==> src/gost89_pkg.sv <==
`default_nettype none

package gost89_pkg;

  // Which way a block goes through the cipher
  typedef enum logic {
    op_encrypt = 1'b0,
    op_decrypt = 1'b1
  } gost_op_e;

  // FIFO that wins when both have a result waiting
  typedef enum logic {
    prio_enc = 1'b0,
    prio_dec = 1'b1
  } arb_state_e;

  parameter int BLOCK_W = 64;
  parameter int HALF_W  = 32;
  parameter int KEY_W   = 256;
  parameter int SBOX_W  = 512;

  parameter int SUBKEYS   = KEY_W / HALF_W;  // Eight 32-bit subkeys, K0 at the top
  parameter int ROUNDS    = 32;
  parameter int NIBBLE_W  = 4;
  parameter int SBOX_ROWS = HALF_W / NIBBLE_W;
  parameter int ROW_W     = SBOX_W / SBOX_ROWS;  // Sixteen 4-bit entries per row
  parameter int ROT_L     = 11;

endpackage

`default_nettype wire

==> src/gost89_result_arbiter.sv <==
`default_nettype none

module gost89_result_arbiter #(
  parameter int OUT_CREDITS = 2,
  parameter int TAG_W       = 8
) (
  input  logic                           clk,
  input  logic                           arst_n,
  input  logic                           enc_empty,
  input  logic [gost89_pkg::BLOCK_W-1:0] enc_data,
  input  logic [TAG_W-1:0]               enc_tag,
  input  logic                           dec_empty,
  input  logic [gost89_pkg::BLOCK_W-1:0] dec_data,
  input  logic [TAG_W-1:0]               dec_tag,
  output logic                           enc_pop,
  output logic                           dec_pop,
  input  logic                           out_credit,
  output logic                           out_valid,
  output gost89_pkg::gost_op_e           out_op,
  output logic [gost89_pkg::BLOCK_W-1:0] out_data,
  output logic [TAG_W-1:0]               out_tag,
  output logic                           in_credit_enc,
  output logic                           in_credit_dec
);
  import gost89_pkg::*;

  localparam int CRED_W = $clog2(OUT_CREDITS + 1);

  logic [CRED_W-1:0] credits_q;
  logic              have_credit;
  arb_state_e        prio_q;

  assign have_credit = (credits_q != '0);

  always_comb begin
    enc_pop = 1'b0;
    dec_pop = 1'b0;
    if (have_credit) begin
      if (!enc_empty && !dec_empty) begin  // Both waiting, the priority decides
        enc_pop = (prio_q == prio_enc);
        dec_pop = (prio_q == prio_dec);
      end else begin
        enc_pop = !enc_empty;
        dec_pop = !dec_empty;
      end
    end
  end

  assign out_valid = enc_pop || dec_pop;
  assign out_op    = dec_pop ? op_decrypt : op_encrypt;
  assign out_data  = dec_pop ? dec_data : enc_data;
  assign out_tag   = dec_pop ? dec_tag : enc_tag;

  always_ff @(posedge clk or negedge arst_n) begin
    if (!arst_n) begin
      credits_q     <= CRED_W'(OUT_CREDITS);
      prio_q        <= prio_enc;
      in_credit_enc <= 1'b0;
      in_credit_dec <= 1'b0;
    end else begin
      case ({out_valid, out_credit})
        2'b10:   credits_q <= credits_q - 1'b1;
        2'b01:   credits_q <= credits_q + 1'b1;
        default: credits_q <= credits_q;
      endcase

      // The FIFO just served goes to the back of the line
      if (enc_pop) begin
        prio_q <= prio_dec;
      end else if (dec_pop) begin
        prio_q <= prio_enc;
      end

      in_credit_enc <= enc_pop;  // A freed FIFO slot goes back to the sender
      in_credit_dec <= dec_pop;
    end
  end

  // The sink may not return more credits than it was handed
  a_credit_overflow: assert property (@(posedge clk) disable iff (!arst_n)
    (credits_q == CRED_W'(OUT_CREDITS) && !out_valid) |-> !out_credit);

endmodule

`default_nettype wire

==> config.mk <==
export PLATFORM = sky130hd
export DESIGN_NAME = gost89_result_arbiter
export DESIGN_NICKNAME = d
export VERILOG_FILES = /design/src/gost89_pkg.sv /design/src/gost89_result_arbiter.sv
export SDC_FILE = /design/constraint.sdc
export NUM_CORES = 1
export LEC_CHECK = 0
export BUFFER_PORTS_ARGS = -buffer_cell sky130_fd_sc_hd__buf_4
export CAP_MARGIN = 20
export CORE_AREA = 2 2 88 90
export DETAILED_ROUTE_END_ITERATION = 7
export DIE_AREA = 0 0 90 92
export GPL_TIMING_DRIVEN = 0
export PLACE_DENSITY = 0.56
export SLEW_MARGIN = 5
export SYNTH_ARGS = -nofsm -noshare
export SYNTH_HDL_FRONTEND = slang
export SYNTH_SLANG_ARGS = --single-unit
==> constraint.sdc <==
create_clock -name clk -period 1.8 [get_ports clk]
set_input_delay 0.18 -clock clk [delete_from_list [all_inputs] [get_ports clk]]
set_output_delay 0.18 -clock clk [all_outputs]
set_load 0.02 [all_outputs]
* Word level (Yosys, flattened, before mapping) *
Cells that the tools add are included.

storage, ports and cells
  output and inout bits = 78
  logic and storage cells = 26
  register bits = 5

cells by class
  add/subtract/negate cells = 2
  bitwise gates (word level) = 1
  reductions and logical operators = 7
  eq/ne operators = 2
  multiplexer cells = 10

operators with widths
  kind                   count
  $mux W64               1
  $mux W8                1
  $mux W1                7
  $reduce_bool A2 Y1     3
  $pmux W2 S2            1
  $add A2 B1 Y2 const B  1
  $eq A2 B1 Y1 const B   1
  $eq A2 B2 Y1 const B   1
  $logic_not A1 Y1       2
  $sub A2 B1 Y2 const B  1
  $logic_and A1 B1 Y1    1
  $logic_or A1 B1 Y1     1
  $not A1 Y1             1

* Logic depth before layout (Yosys ltp) *
  depth after elaboration = 7
  gate-level depth with buffers = 6
  gate-level depth less buffers = 6

* Worst setup path after synthesis *
No wires, ideal clock.

  path kind = register -> output
  start = reg credits_q[1]
  end = out out_data[59] in the netlist's numbering
  buffers on the path = 2
  cell stages (with the launch flop) = 6
  required time = 1,620 ps
  data arrival time = 1,420 ps
  slack = 200 ps
  cell sequence = dfstp_2 -> nor2_2 -> nor3_2 -> buf_6 -> buf_12 -> mux2_4

between the ends
  cells in the longest elaborated chain, start to end = 3

ends and longest elaborated chain
  what                      RTL line                     source
  start: declaration        gost89_result_arbiter.sv:29  logic [CRED_W-1:0] credits_q;
  start signal: assignment  gost89_result_arbiter.sv:56  credits_q <= CRED_W'(OUT_CREDITS);
  start signal: assignment  gost89_result_arbiter.sv:62  2'b10: credits_q <= credits_q - 1'b1;
  start signal: assignment  gost89_result_arbiter.sv:63  2'b01: credits_q <= credits_q + 1'b1;
  $reduce_bool A2 Y1        gost89_result_arbiter.sv:33  assign have_credit = (credits_q != '0);
  $mux W1                   gost89_result_arbiter.sv:38  if (have_credit) begin
  named net dec_pop         gost89_result_arbiter.sv:16  output logic dec_pop,
  $mux W64                  gost89_result_arbiter.sv:51  assign out_data = dec_pop ? dec_data : enc_data;
  end: declaration          gost89_result_arbiter.sv:20  output logic [gost89_pkg::BLOCK_W-1:0] out_data,

The timed path passes the listed nets, and every way through them passes these cells.

* Worst setup path in the final report *
  start = reg credits_q[1]
  end = out out_data[12] in the netlist's numbering

between the ends
  cells in the longest elaborated chain, start to end = 3

ends and longest elaborated chain
  what                RTL line
  $reduce_bool A2 Y1  gost89_result_arbiter.sv:33
  $mux W1             gost89_result_arbiter.sv:38
  $mux W64            gost89_result_arbiter.sv:51

No other way between the ends.

==> run summary <==
Startpoint types - register
Total power - 3690 uW
GR Overflow Total - 0
RePlAce Congestion - 0.711
Number of synthesized flops with an enable pin - 0
Adder-cell share of the synthesized area - 0.861%
Vias per cell - 3.93
DIE HEIGHT - 92 um
Worst-margin pin slew - 0.231 ns
Simple-gate share of the synthesized area - 2.41%
Vias - 1,751
Syn Inst Count - 100
Slew HR - 84.5%
Vias in the first global route - 1,828
Core Area - 0.00745 mm^2
Largest net degree at the start of global routing - 12
Period utilisation layout - 111%
WL final - 5970 um
Async set or reset register ratio after synthesis - 100%
Max Freq - 500 MHz
Final ANT Viol Nets - 0
IO Count - 227
Outcome - finished with violations
M1 GR Usage - 15.0%
Post-Synth XOR/XNOR Area - 1.81%
Wire per inst - 13.4 um
Leakage power - 0.00199 uW
DRC viols - 0
Hold slack - 0.164 ns
Final WS setup - -0.202 ns
Syn avg cell area - 14.5 um^2
Failing checks - negative setup slack
CTS sink cnt - 5
First-pass GRT wire length - 8990 um
Max Cap Viol - 0
TritonCTS buffer count - 3
TritonRoute pass-1 iters - 3
Final setup fails - 73
Most frequent cells in the layout - buf_4, mux2_4, buf_6
Worst Setup Path Type - register to primary output
Area leader, netlist - mux2_4
Syn nets - 250
RSZ-0062 raised after global routing - true
Largest family of logic cells by synthesized area - multiplexers
Final TNS setup - -12.86 ns
Count of final max-slew check failures - 0
Initial antenna violation count - 0
DR iter-0 viols - 16
Crit path max fanout - 10
Clock Path Buffers - 2
Synth top area share - 71.3%
Fin nets - 495
ANT cells - 0
Clock Root Buffer - clkbuf_8
Crit end category - primary output
Clock Skews - 0.00438 ns
Count of final hold-check violations - 0
Dpl cell area - 0.00328 mm^2
Clock transition at path regs - 0.04 ns
Met3 layer usage reported by global route - 3.37%
# rows - 32
Area Overhead vs Synth - 157%
Initial Util - 19.5%
Mapped Area - 0.00145 mm^2
Hold Path Class - primary input to register
Dpl hpwl - 5060 um
Proportion of layout cells with a drive suffix above 1 - 95.1%
CTS tree - done
Most common cell after layout, fill and taps aside - buf_4
Clk_lat worst skew - 0.22 ns
Die span in x - 90 um
FF+latch count, synth - 5
Complex-gate fraction of the synthesized area - 1.46%
Port bufs - 226
Final min period - 2.00 ns
Total track usage - 13.1%
Htree depth - 1
Cell variety after synth - 19
Top cells by area, synth - mux2_4, buf_12, dfrtp_1, mux2_2, dfstp_2
Mux contribution to synthesized area - 73.6%
WP data arrival - 1.82 ns
Post-synth top flop - dfrtp_1
DIE AREA - 0.00828 mm^2
DP Worst Slack - -0.00168 ns
Met2 GRT Util - 25.0%
Worst Path Required - 1.62 ns
Fin area - 0.00374 mm^2
Syn. warnings - 0
GRT busiest layer - met2
Seq/Total Area, Yosys - 8.69%
VDD IR-drop max - 0.778 mV
PwrDens - 987 mW/mm^2
## cell type report
type                    instances  area (um^2)
fillers                       707         3710
repair buffers                241         2120
multi-input cells              85         1170
plain buffers                   8          139
well taps                     102          128
flip-flops and latches          5          126
clock buffers                   4         45.0
inverters                       1         3.75
## worst max-delay path, cell delays in order, from the launching register on
cell and delay [ns]:
dfstp_2 0.55, nor2_4 0.04, nor3_2 0.13, buf_6 0.15, buf_12 0.13, buf_12 0.14, mux2_4 0.31, buf_6 0.13
## report_power, final
group / internal [uW] / switching [uW] / total [uW]
clock network: 152 / 57.5 / 210
registers: 174 / 47.4 / 222
logic: 1960 / 1290 / 3250
total: 2290 / 1400 / 3690
## metrics by stage
stage               util [%]  instances
global route            50.2        446
floorplan                  -        100
finish                  50.2        446
detailed placement      44.0        428
CTS                     50.3        447
global placement        44.0        428
## metal layers
layer	vias to the layer above	part of all wire [%]
li1	858	-
met1	789	36
met2	102	55
met3	2	8.4
met4	0	0.32
met5	-	0
## flip-flops by register name, summed over array words and instances (netlist names)
register       count
in_credit_enc      1
prio_q             1
credits_q          2
in_credit_dec      1
## cell usage after synthesis, types with 2 or more instances
library cell,n
xor2_1,2
mux2_4,69
nor2_1,2
mux2_2,3
dfrtp_1,4
buf_12,7
## final timing paths
kind	from	end	slack, ns	cells past startpoint
max	credits_q[1]	out_data[12]	-0.20	7
min	enc_empty	in_credit_enc	0.16	2
max reg2reg	credits_q[1]	credits_q[1]	0.18	6
min reg2reg	prio_q	prio_q	0.50	1
max in group asynchronous	arst_n	credits_q[1]	1.31	2
min in group asynchronous	arst_n	in_credit_dec	0.29	2
## logic make-up (layout without fill, tap and decap cells)
logic type	after synthesis	after routing
simple gates	6	6
compound gates	3	3
buf+inv	10	254
fa+ha+maj	1	1
flops	5	5
xor+xnor	3	3
mux	72	72
## timing repair
item                       CTS  global route
buffers inserted            12             1
setup endpoints to repair   73            74
pin swaps                    0             0
resized for setup           66             4
gates cloned                 2             0
hold endpoints to repair     5             0
hold buffers                 1             0
Note: power is estimated with default switching activity, not from simulation.
