===== src/gost89_pkg.sv =====
`default_nettype none

package gost89_pkg;

  // Which way a block goes through the cipher
  typedef enum logic {
    op_encrypt = 1'b0,
    op_decrypt = 1'b1
  } gost_op_e;

  // FIFO that wins when both have a result waiting
  typedef enum logic {
    prio_enc = 1'b0,
    prio_dec = 1'b1
  } arb_state_e;

  parameter int BLOCK_W = 64;
  parameter int HALF_W  = 32;
  parameter int KEY_W   = 256;
  parameter int SBOX_W  = 512;

  parameter int SUBKEYS   = KEY_W / HALF_W;  // Eight 32-bit subkeys, K0 at the top
  parameter int ROUNDS    = 32;
  parameter int NIBBLE_W  = 4;
  parameter int SBOX_ROWS = HALF_W / NIBBLE_W;
  parameter int ROW_W     = SBOX_W / SBOX_ROWS;  // Sixteen 4-bit entries per row
  parameter int ROT_L     = 11;

endpackage

`default_nettype wire


===== src/gost89_result_fifo.sv =====
`default_nettype none

module gost89_result_fifo #(
  parameter int DEPTH = 4,
  parameter int TAG_W = 8
) (
  input  logic                           clk,
  input  logic                           arst_n,
  input  logic                           push,
  input  logic [gost89_pkg::BLOCK_W-1:0] push_data,
  input  logic [TAG_W-1:0]               push_tag,
  input  logic                           pop,
  output logic                           empty,
  output logic [gost89_pkg::BLOCK_W-1:0] head_data,
  output logic [TAG_W-1:0]               head_tag
);
  import gost89_pkg::*;

  localparam int PTR_W = (DEPTH > 1) ? $clog2(DEPTH) : 1;
  localparam int CNT_W = $clog2(DEPTH + 1);

  logic [BLOCK_W-1:0] data_mem [DEPTH];
  logic [TAG_W-1:0]   tag_mem [DEPTH];
  logic [PTR_W-1:0]   rd_ptr;
  logic [PTR_W-1:0]   wr_ptr;
  logic [CNT_W-1:0]   count;
  logic               full;

  assign empty     = (count == '0);
  assign full      = (count == CNT_W'(DEPTH));
  assign head_data = data_mem[rd_ptr];
  assign head_tag  = tag_mem[rd_ptr];

  always_ff @(posedge clk) begin
    if (push) begin
      data_mem[wr_ptr] <= push_data;
      tag_mem[wr_ptr]  <= push_tag;
    end
  end

  always_ff @(posedge clk or negedge arst_n) begin
    if (!arst_n) begin
      rd_ptr <= '0;
      wr_ptr <= '0;
      count  <= '0;
    end else begin
      if (push) begin
        wr_ptr <= (wr_ptr == PTR_W'(DEPTH - 1)) ? '0 : wr_ptr + 1'b1;
      end
      if (pop) begin
        rd_ptr <= (rd_ptr == PTR_W'(DEPTH - 1)) ? '0 : rd_ptr + 1'b1;
      end
      case ({push, pop})
        2'b10:   count <= count + 1'b1;
        2'b01:   count <= count - 1'b1;
        default: count <= count;
      endcase
    end
  end

  // Upstream credits must keep a free slot for every block in flight
  a_no_overflow: assert property (@(posedge clk) disable iff (!arst_n)
    push |-> !full);

  a_no_underflow: assert property (@(posedge clk) disable iff (!arst_n)
    pop |-> !empty);

endmodule

`default_nettype wire


===== config.mk =====
export PLATFORM = sky130hd
export DESIGN_NAME = gost89_result_fifo
export DESIGN_NICKNAME = d
export VERILOG_FILES = /design/src/gost89_pkg.sv /design/src/gost89_result_fifo.sv
export SDC_FILE = /design/constraint.sdc
export NUM_CORES = 1
export LEC_CHECK = 0
export ABC_AREA = 1
export BUFFER_PORTS_ARGS = -buffer_cell sky130_fd_sc_hd__buf_2
export CAP_MARGIN = 20
export CORE_MARGIN = 8
export CORE_UTILIZATION = 55
export CTS_CLUSTER_SIZE = 8
export DETAILED_ROUTE_END_ITERATION = 8
export PLACE_DENSITY = 0.76
export SLEW_MARGIN = 20
export SYNTH_ARGS = -nofsm -noshare
export SYNTH_HDL_FRONTEND = slang
export SYNTH_SLANG_ARGS = --single-unit

===== constraint.sdc =====
create_clock -name clk -period 2.73 [get_ports clk]
set_input_delay 0.546 -clock clk [delete_from_list [all_inputs] [get_ports clk]]
set_output_delay 0.546 -clock clk [all_outputs]
set_load 0.02 [all_outputs]

# Word level (Yosys, flattened, before mapping)

Memories as Yosys holds them, arrays and structs flattened.
Cells that the tools add are included.

Add/subtract/negate cells: 4
Equality and inequality tests: 4
Multiplexer cells: 5
Reductions and logical operators: 2

Operator list:

| cell                                                                  | number |
|---|---|
| 2-bit equality test, second input constant                            | 3 |
| 3-bit one-hot mux with 2 select lines                                 | 1 |
| 2-bit by 1-bit adder with 2-bit output, second input constant         | 2 |
| 2-bit two-way mux                                                     | 2 |
| 3-bit by 1-bit adder with 3-bit output, second input constant         | 1 |
| 3-bit logical NOT                                                     | 1 |
| 3-bit by 1-bit subtractor with 3-bit output, second input constant    | 1 |
| 2-bit by 1-bit equality test with 1-bit output, second input constant | 1 |
| 1-bit two-way mux                                                     | 2 |
| 2-bit nonzero test                                                    | 1 |

Register bits after elaboration: 7
Memory bits (writable): 288
Bits of input ports: 76
Output and inout bits: 73
Word-level logic and storage cells: 20
Memories kept: 2

Memories:

| name     | depth | width | read ports | clocked after memory_dff | wr ports | RTL line                 | source |
|---|---|---|---|---|---|---|---|
| data_mem | 4     | 64    | 1          | 0                        | 1        | gost89_result_fifo.sv:22 | `logic [BLOCK_W-1:0] data_mem [DEPTH];` |
| tag_mem  | 4     | 8     | 1          | 0                        | 1        | gost89_result_fifo.sv:23 | `logic [TAG_W-1:0] tag_mem [DEPTH];` |

# Logic depth before layout (Yosys ltp)

Word-level depth: 2
Gate-level depth with buffers: 10
Depth with buffers taken out: 9

# Worst setup path before layout

No wires, ideal clock.

Path type: input to register
Start: input port push
End: memory data_mem[1][0] (enable)
Library setup time: 0.426 ns
Arrival: 2.255 ns
Required time: 2.304 ns
Setup slack: 0.049 ns
Cell stages on the path: 3
Buffers on the path: 1
Path through: clkbuf_1 nand2_1 inv_1

Longest elaborated chain between the ends: 2

RTL lines:

| what                                    | RTL line                 | source |
|---|---|---|
| from (decl)                             | gost89_result_fifo.sv:9  | `input logic push,` |
| 1-bit two-way mux                       | gost89_result_fifo.sv:35 | `if (push) begin` |
| 1-bit two-way mux (not written as such) | gost89_result_fifo.sv:36 | `data_mem[wr_ptr] <= push_data;` |
| to (decl)                               | gost89_result_fifo.sv:22 |  |

No other way between the ends.

# Final worst setup path

Start: register rd_ptr[0]
End: output port head_data[60] in the netlist's numbering

Longest elaborated chain between the ends: 1

RTL lines:

| what                   | RTL line                 | source |
|---|---|---|
| from (decl)            | gost89_result_fifo.sv:24 | `logic [PTR_W-1:0] rd_ptr;` |
| from (signal assigned) | gost89_result_fifo.sv:51 | `rd_ptr <= (rd_ptr == PTR_W'(DEPTH - 1)) ? '0 : rd_ptr + 1'b1;` |
| memory 4 x 64 bit      | --                       |  |
| to (decl)              | gost89_result_fifo.sv:14 | `output logic [gost89_pkg::BLOCK_W-1:0] head_data,` |

No other way between the ends.

==> reports/results.txt <==
Synth area leader = edfxtp_1
Status = finished, final reports clean
Tmin final = 2.57 ns
CTS buffer count = 42
Crit path depth = 5
Clock buffer depth = 3
IO buf count = 148
Post-route insts no fill = 1,342
Leakage = 5.72 nW
Routed wire length = 22.7 mm
Crit-path cells = clkinv_8 -> buf_4 -> o211ai_1 -> nand2_1 -> buf_2
Clock sink count = 295
CP Class = flop to output port
Worst vdd ir = 0.000780 V
Synth cell types = 18
Ports = 149
Synth top area share = 72.8%
RSZ-0062 raised after global routing = no
Clock root cell = clkbuf_16
Die Ht = 163 µm
Register area share after synthesis = 74.3%
Max-cap violations = 0
Pre-Repair DR Iteration Count = 5
R2r worst-path depth = 5
Syn Nets = 975
Die area = 26,600 µm²
Core box area = 21,100 µm²
Vias = 7,019
Main area contributors after synthesis = edfxtp_1 (73%), o211ai_1 (9.1%), nand2_1 (7.2%), inv_1 (5.0%), buf_6 (1.8%)
CTS tree = yes
Layout cells sized above 1 = 20.5%
Dpl cell area = 12,800 µm²
# setup viols final = 0
Initial antenna violation count = 2
Routed WL per cell = 16.9 µm
Routed Antenna Nets = 0
Max incr delay on CP = 0.49 ns
Grt ovf = 0
Min-Delay Path Depth = 1
Max Clock Freq = 389 MHz
Yosys reg bits = 295
Warnings from Yosys = 0
Worst slew pin tran = 0.594 ns
Sum Neg Setup Slack = 0 ns
Reg clk slew, reported paths = 0.05 ns
Critical path peak fanout = 63
Final worst slack = 0.156 ns
Relative slew slack = 60.4%
Syn Inst Count = 892
GP Congestion = 0.719
Crit path DAT = 2.03 ns
Hold/Removal Path Class = input port to flop
Vias per inst = 5.23
Max Transition Viols Final = 0
Crit path max-delay family = buffers and inverters
Setup WS pre-CTS = 0.649 ns
Clk_skew = 0.00925 ns
Postcts setup bufs = 0
Avg Inst Size Synth = 13.3 µm²
Tcrit/Tclk final = 94.3%
Post-placement cell count = 1,287
Area Growth Syn to Fin = 17.5%
Critical path data required time = 2.18 ns
Vias in the first global route = 7,281
Slowest stage cell, crit path = dfrtp_1
Nature of the critical path startpoint = flop
CP Buf/Inv Count = 3
# rows = 53
Worst-Skew Late Latency = 0.50 ns
HPWL after DPL = 13.6 mm
Mapped Area = 11,900 µm²
Initial Utilization = 56.3%
First-pass GRT wire length = 36.5 mm
Initial drt markers = 409
GRT Total Usage = 17.4%
Pwr dens = 1100 nW/µm²
CP Capture Type = output port
Filler instances = 1,478
DR DRC count = 0
Final hold violation count = 0
Nets = 1,140
CTS H-tree depth = 2
Chip width = 163 µm
Design area = 14,000 µm²
Post-Route Utilization = 66.2%
Pin count of the biggest net entering global routing = 74
## cell families (layout without fill, tap and decap cells)
group	after synthesis	in the layout	share of synthesized area, %
xor gates and xnor gates	1	1	0.0738
DFF	295	295	74.3
buffers and inverters	206	378	8.08
other	0	3	0
and+or+nand+nor	234	234	7.44
AOI/OAI and AO/OA	149	149	9.31
adders and majority gates	7	7	0.801
## Yosys cell counts, drive strengths merged
master / number
ha: 6
xnor2: 1
nand3: 1
nand2: 229
clkbuf: 1
buf: 46
dfrtp: 7
edfxtp: 288
o21ai: 5
nor3: 1
nand4: 1
o211ai: 144
nor2: 2
inv: 159
fa: 1
## area by class of cell
type                            count  area (µm²)  share of cell area (%)
Clock buffer                       50        1100                    7.90
Multi-Input combinational cell    391        2090                    15.0
Inverter                          159         614                    4.40
Tap cell                          275         344                    2.47
Timing Repair Buffer              168         956                    6.85
Sequential cell                   295        8820                    63.3
Antenna cell                        3        7.51                  0.0538
Clock inverter                      1        8.76                  0.0628
## timing repair
item | 4_1_cts | 5_1_grt
hold buffers | 1 | 0
gates resized for setup | 0 | 1
endpoints found under the setup margin | 0 | 9
hold endpoints to repair | 7 | 0
## final timing paths
kind | start | endpoint | slack [ns]
min in group asynchronous | arst_n | wr_ptr[1]$_DFFE_PN0P_ | 0.42
hold reg to reg | count[0]$_DFFE_PN0P_ | count[0]$_DFFE_PN0P_ | 0.50
setup reg to reg | wr_ptr[0]$_DFFE_PN0P_ | data_mem[2][9]$_DFFE_PP_ | 0.85
setup / recovery | rd_ptr[0]$_DFFE_PN0P_ | head_data[60] | 0.16
hold / removal | push_data[53] | data_mem[3][53]$_DFFE_PP_ | 0.26
max in group asynchronous | arst_n | rd_ptr[1]$_DFFE_PN0P_ | 2.11
## metrics by stage
stage	power [mW]	hold WS, ns
after floorplan	9.57	0.250
after global placement	10.9	0.401
after detailed placement	11.0	0.402
after CTS	15.5	0.236
after global routing	16.2	0.233
final	15.3	0.255
## metal layers
layer	global-route usage (%)	share of wire, %	vias up
li1	-	-	3427
met5	0	0	-
met4	5.88	2.6	0
met3	4.45	7.0	45
met2	30.3	49	216
met1	20.7	41	3331
## cell usage in the layout, fill, tap and decap left out, types with 2 or more instances in the layout
| cell type | Yosys | routed |
|---|---|---|
| inv_1 | 157 | 153 |
| buf_4 | 4 | 14 |
| o21ai_0 | 5 | 5 |
| clkbuf_1 | 1 | 7 |
| diode_2 | 0 | 3 |
| nand2_1 | 229 | 229 |
| buf_2 | 23 | 148 |
| clkbuf_16 | 0 | 43 |
| dfrtp_1 | 7 | 6 |
| clkinv_2 | 0 | 4 |
| ha_1 | 6 | 6 |
| o211ai_1 | 144 | 144 |
| nor2_1 | 2 | 2 |
| buf_12 | 0 | 5 |
| edfxtp_1 | 288 | 288 |
## registers in the layout (all words and copies together), names as in the netlist
signal / flops
rd_ptr: 2
data_mem: 256
count: 3
tag_mem: 32
wr_ptr: 2
## report_power, final
| group | total [mW] | internal [mW] | switching, mW |
|---|---|---|---|
| clock | 4.40 | 2.78 | 1.63 |
| combinational | 4.88 | 1.47 | 3.41 |
| sequential | 6.01 | 5.82 | 0.189 |
No activity file was read; power rests on OpenSTA's default activity.
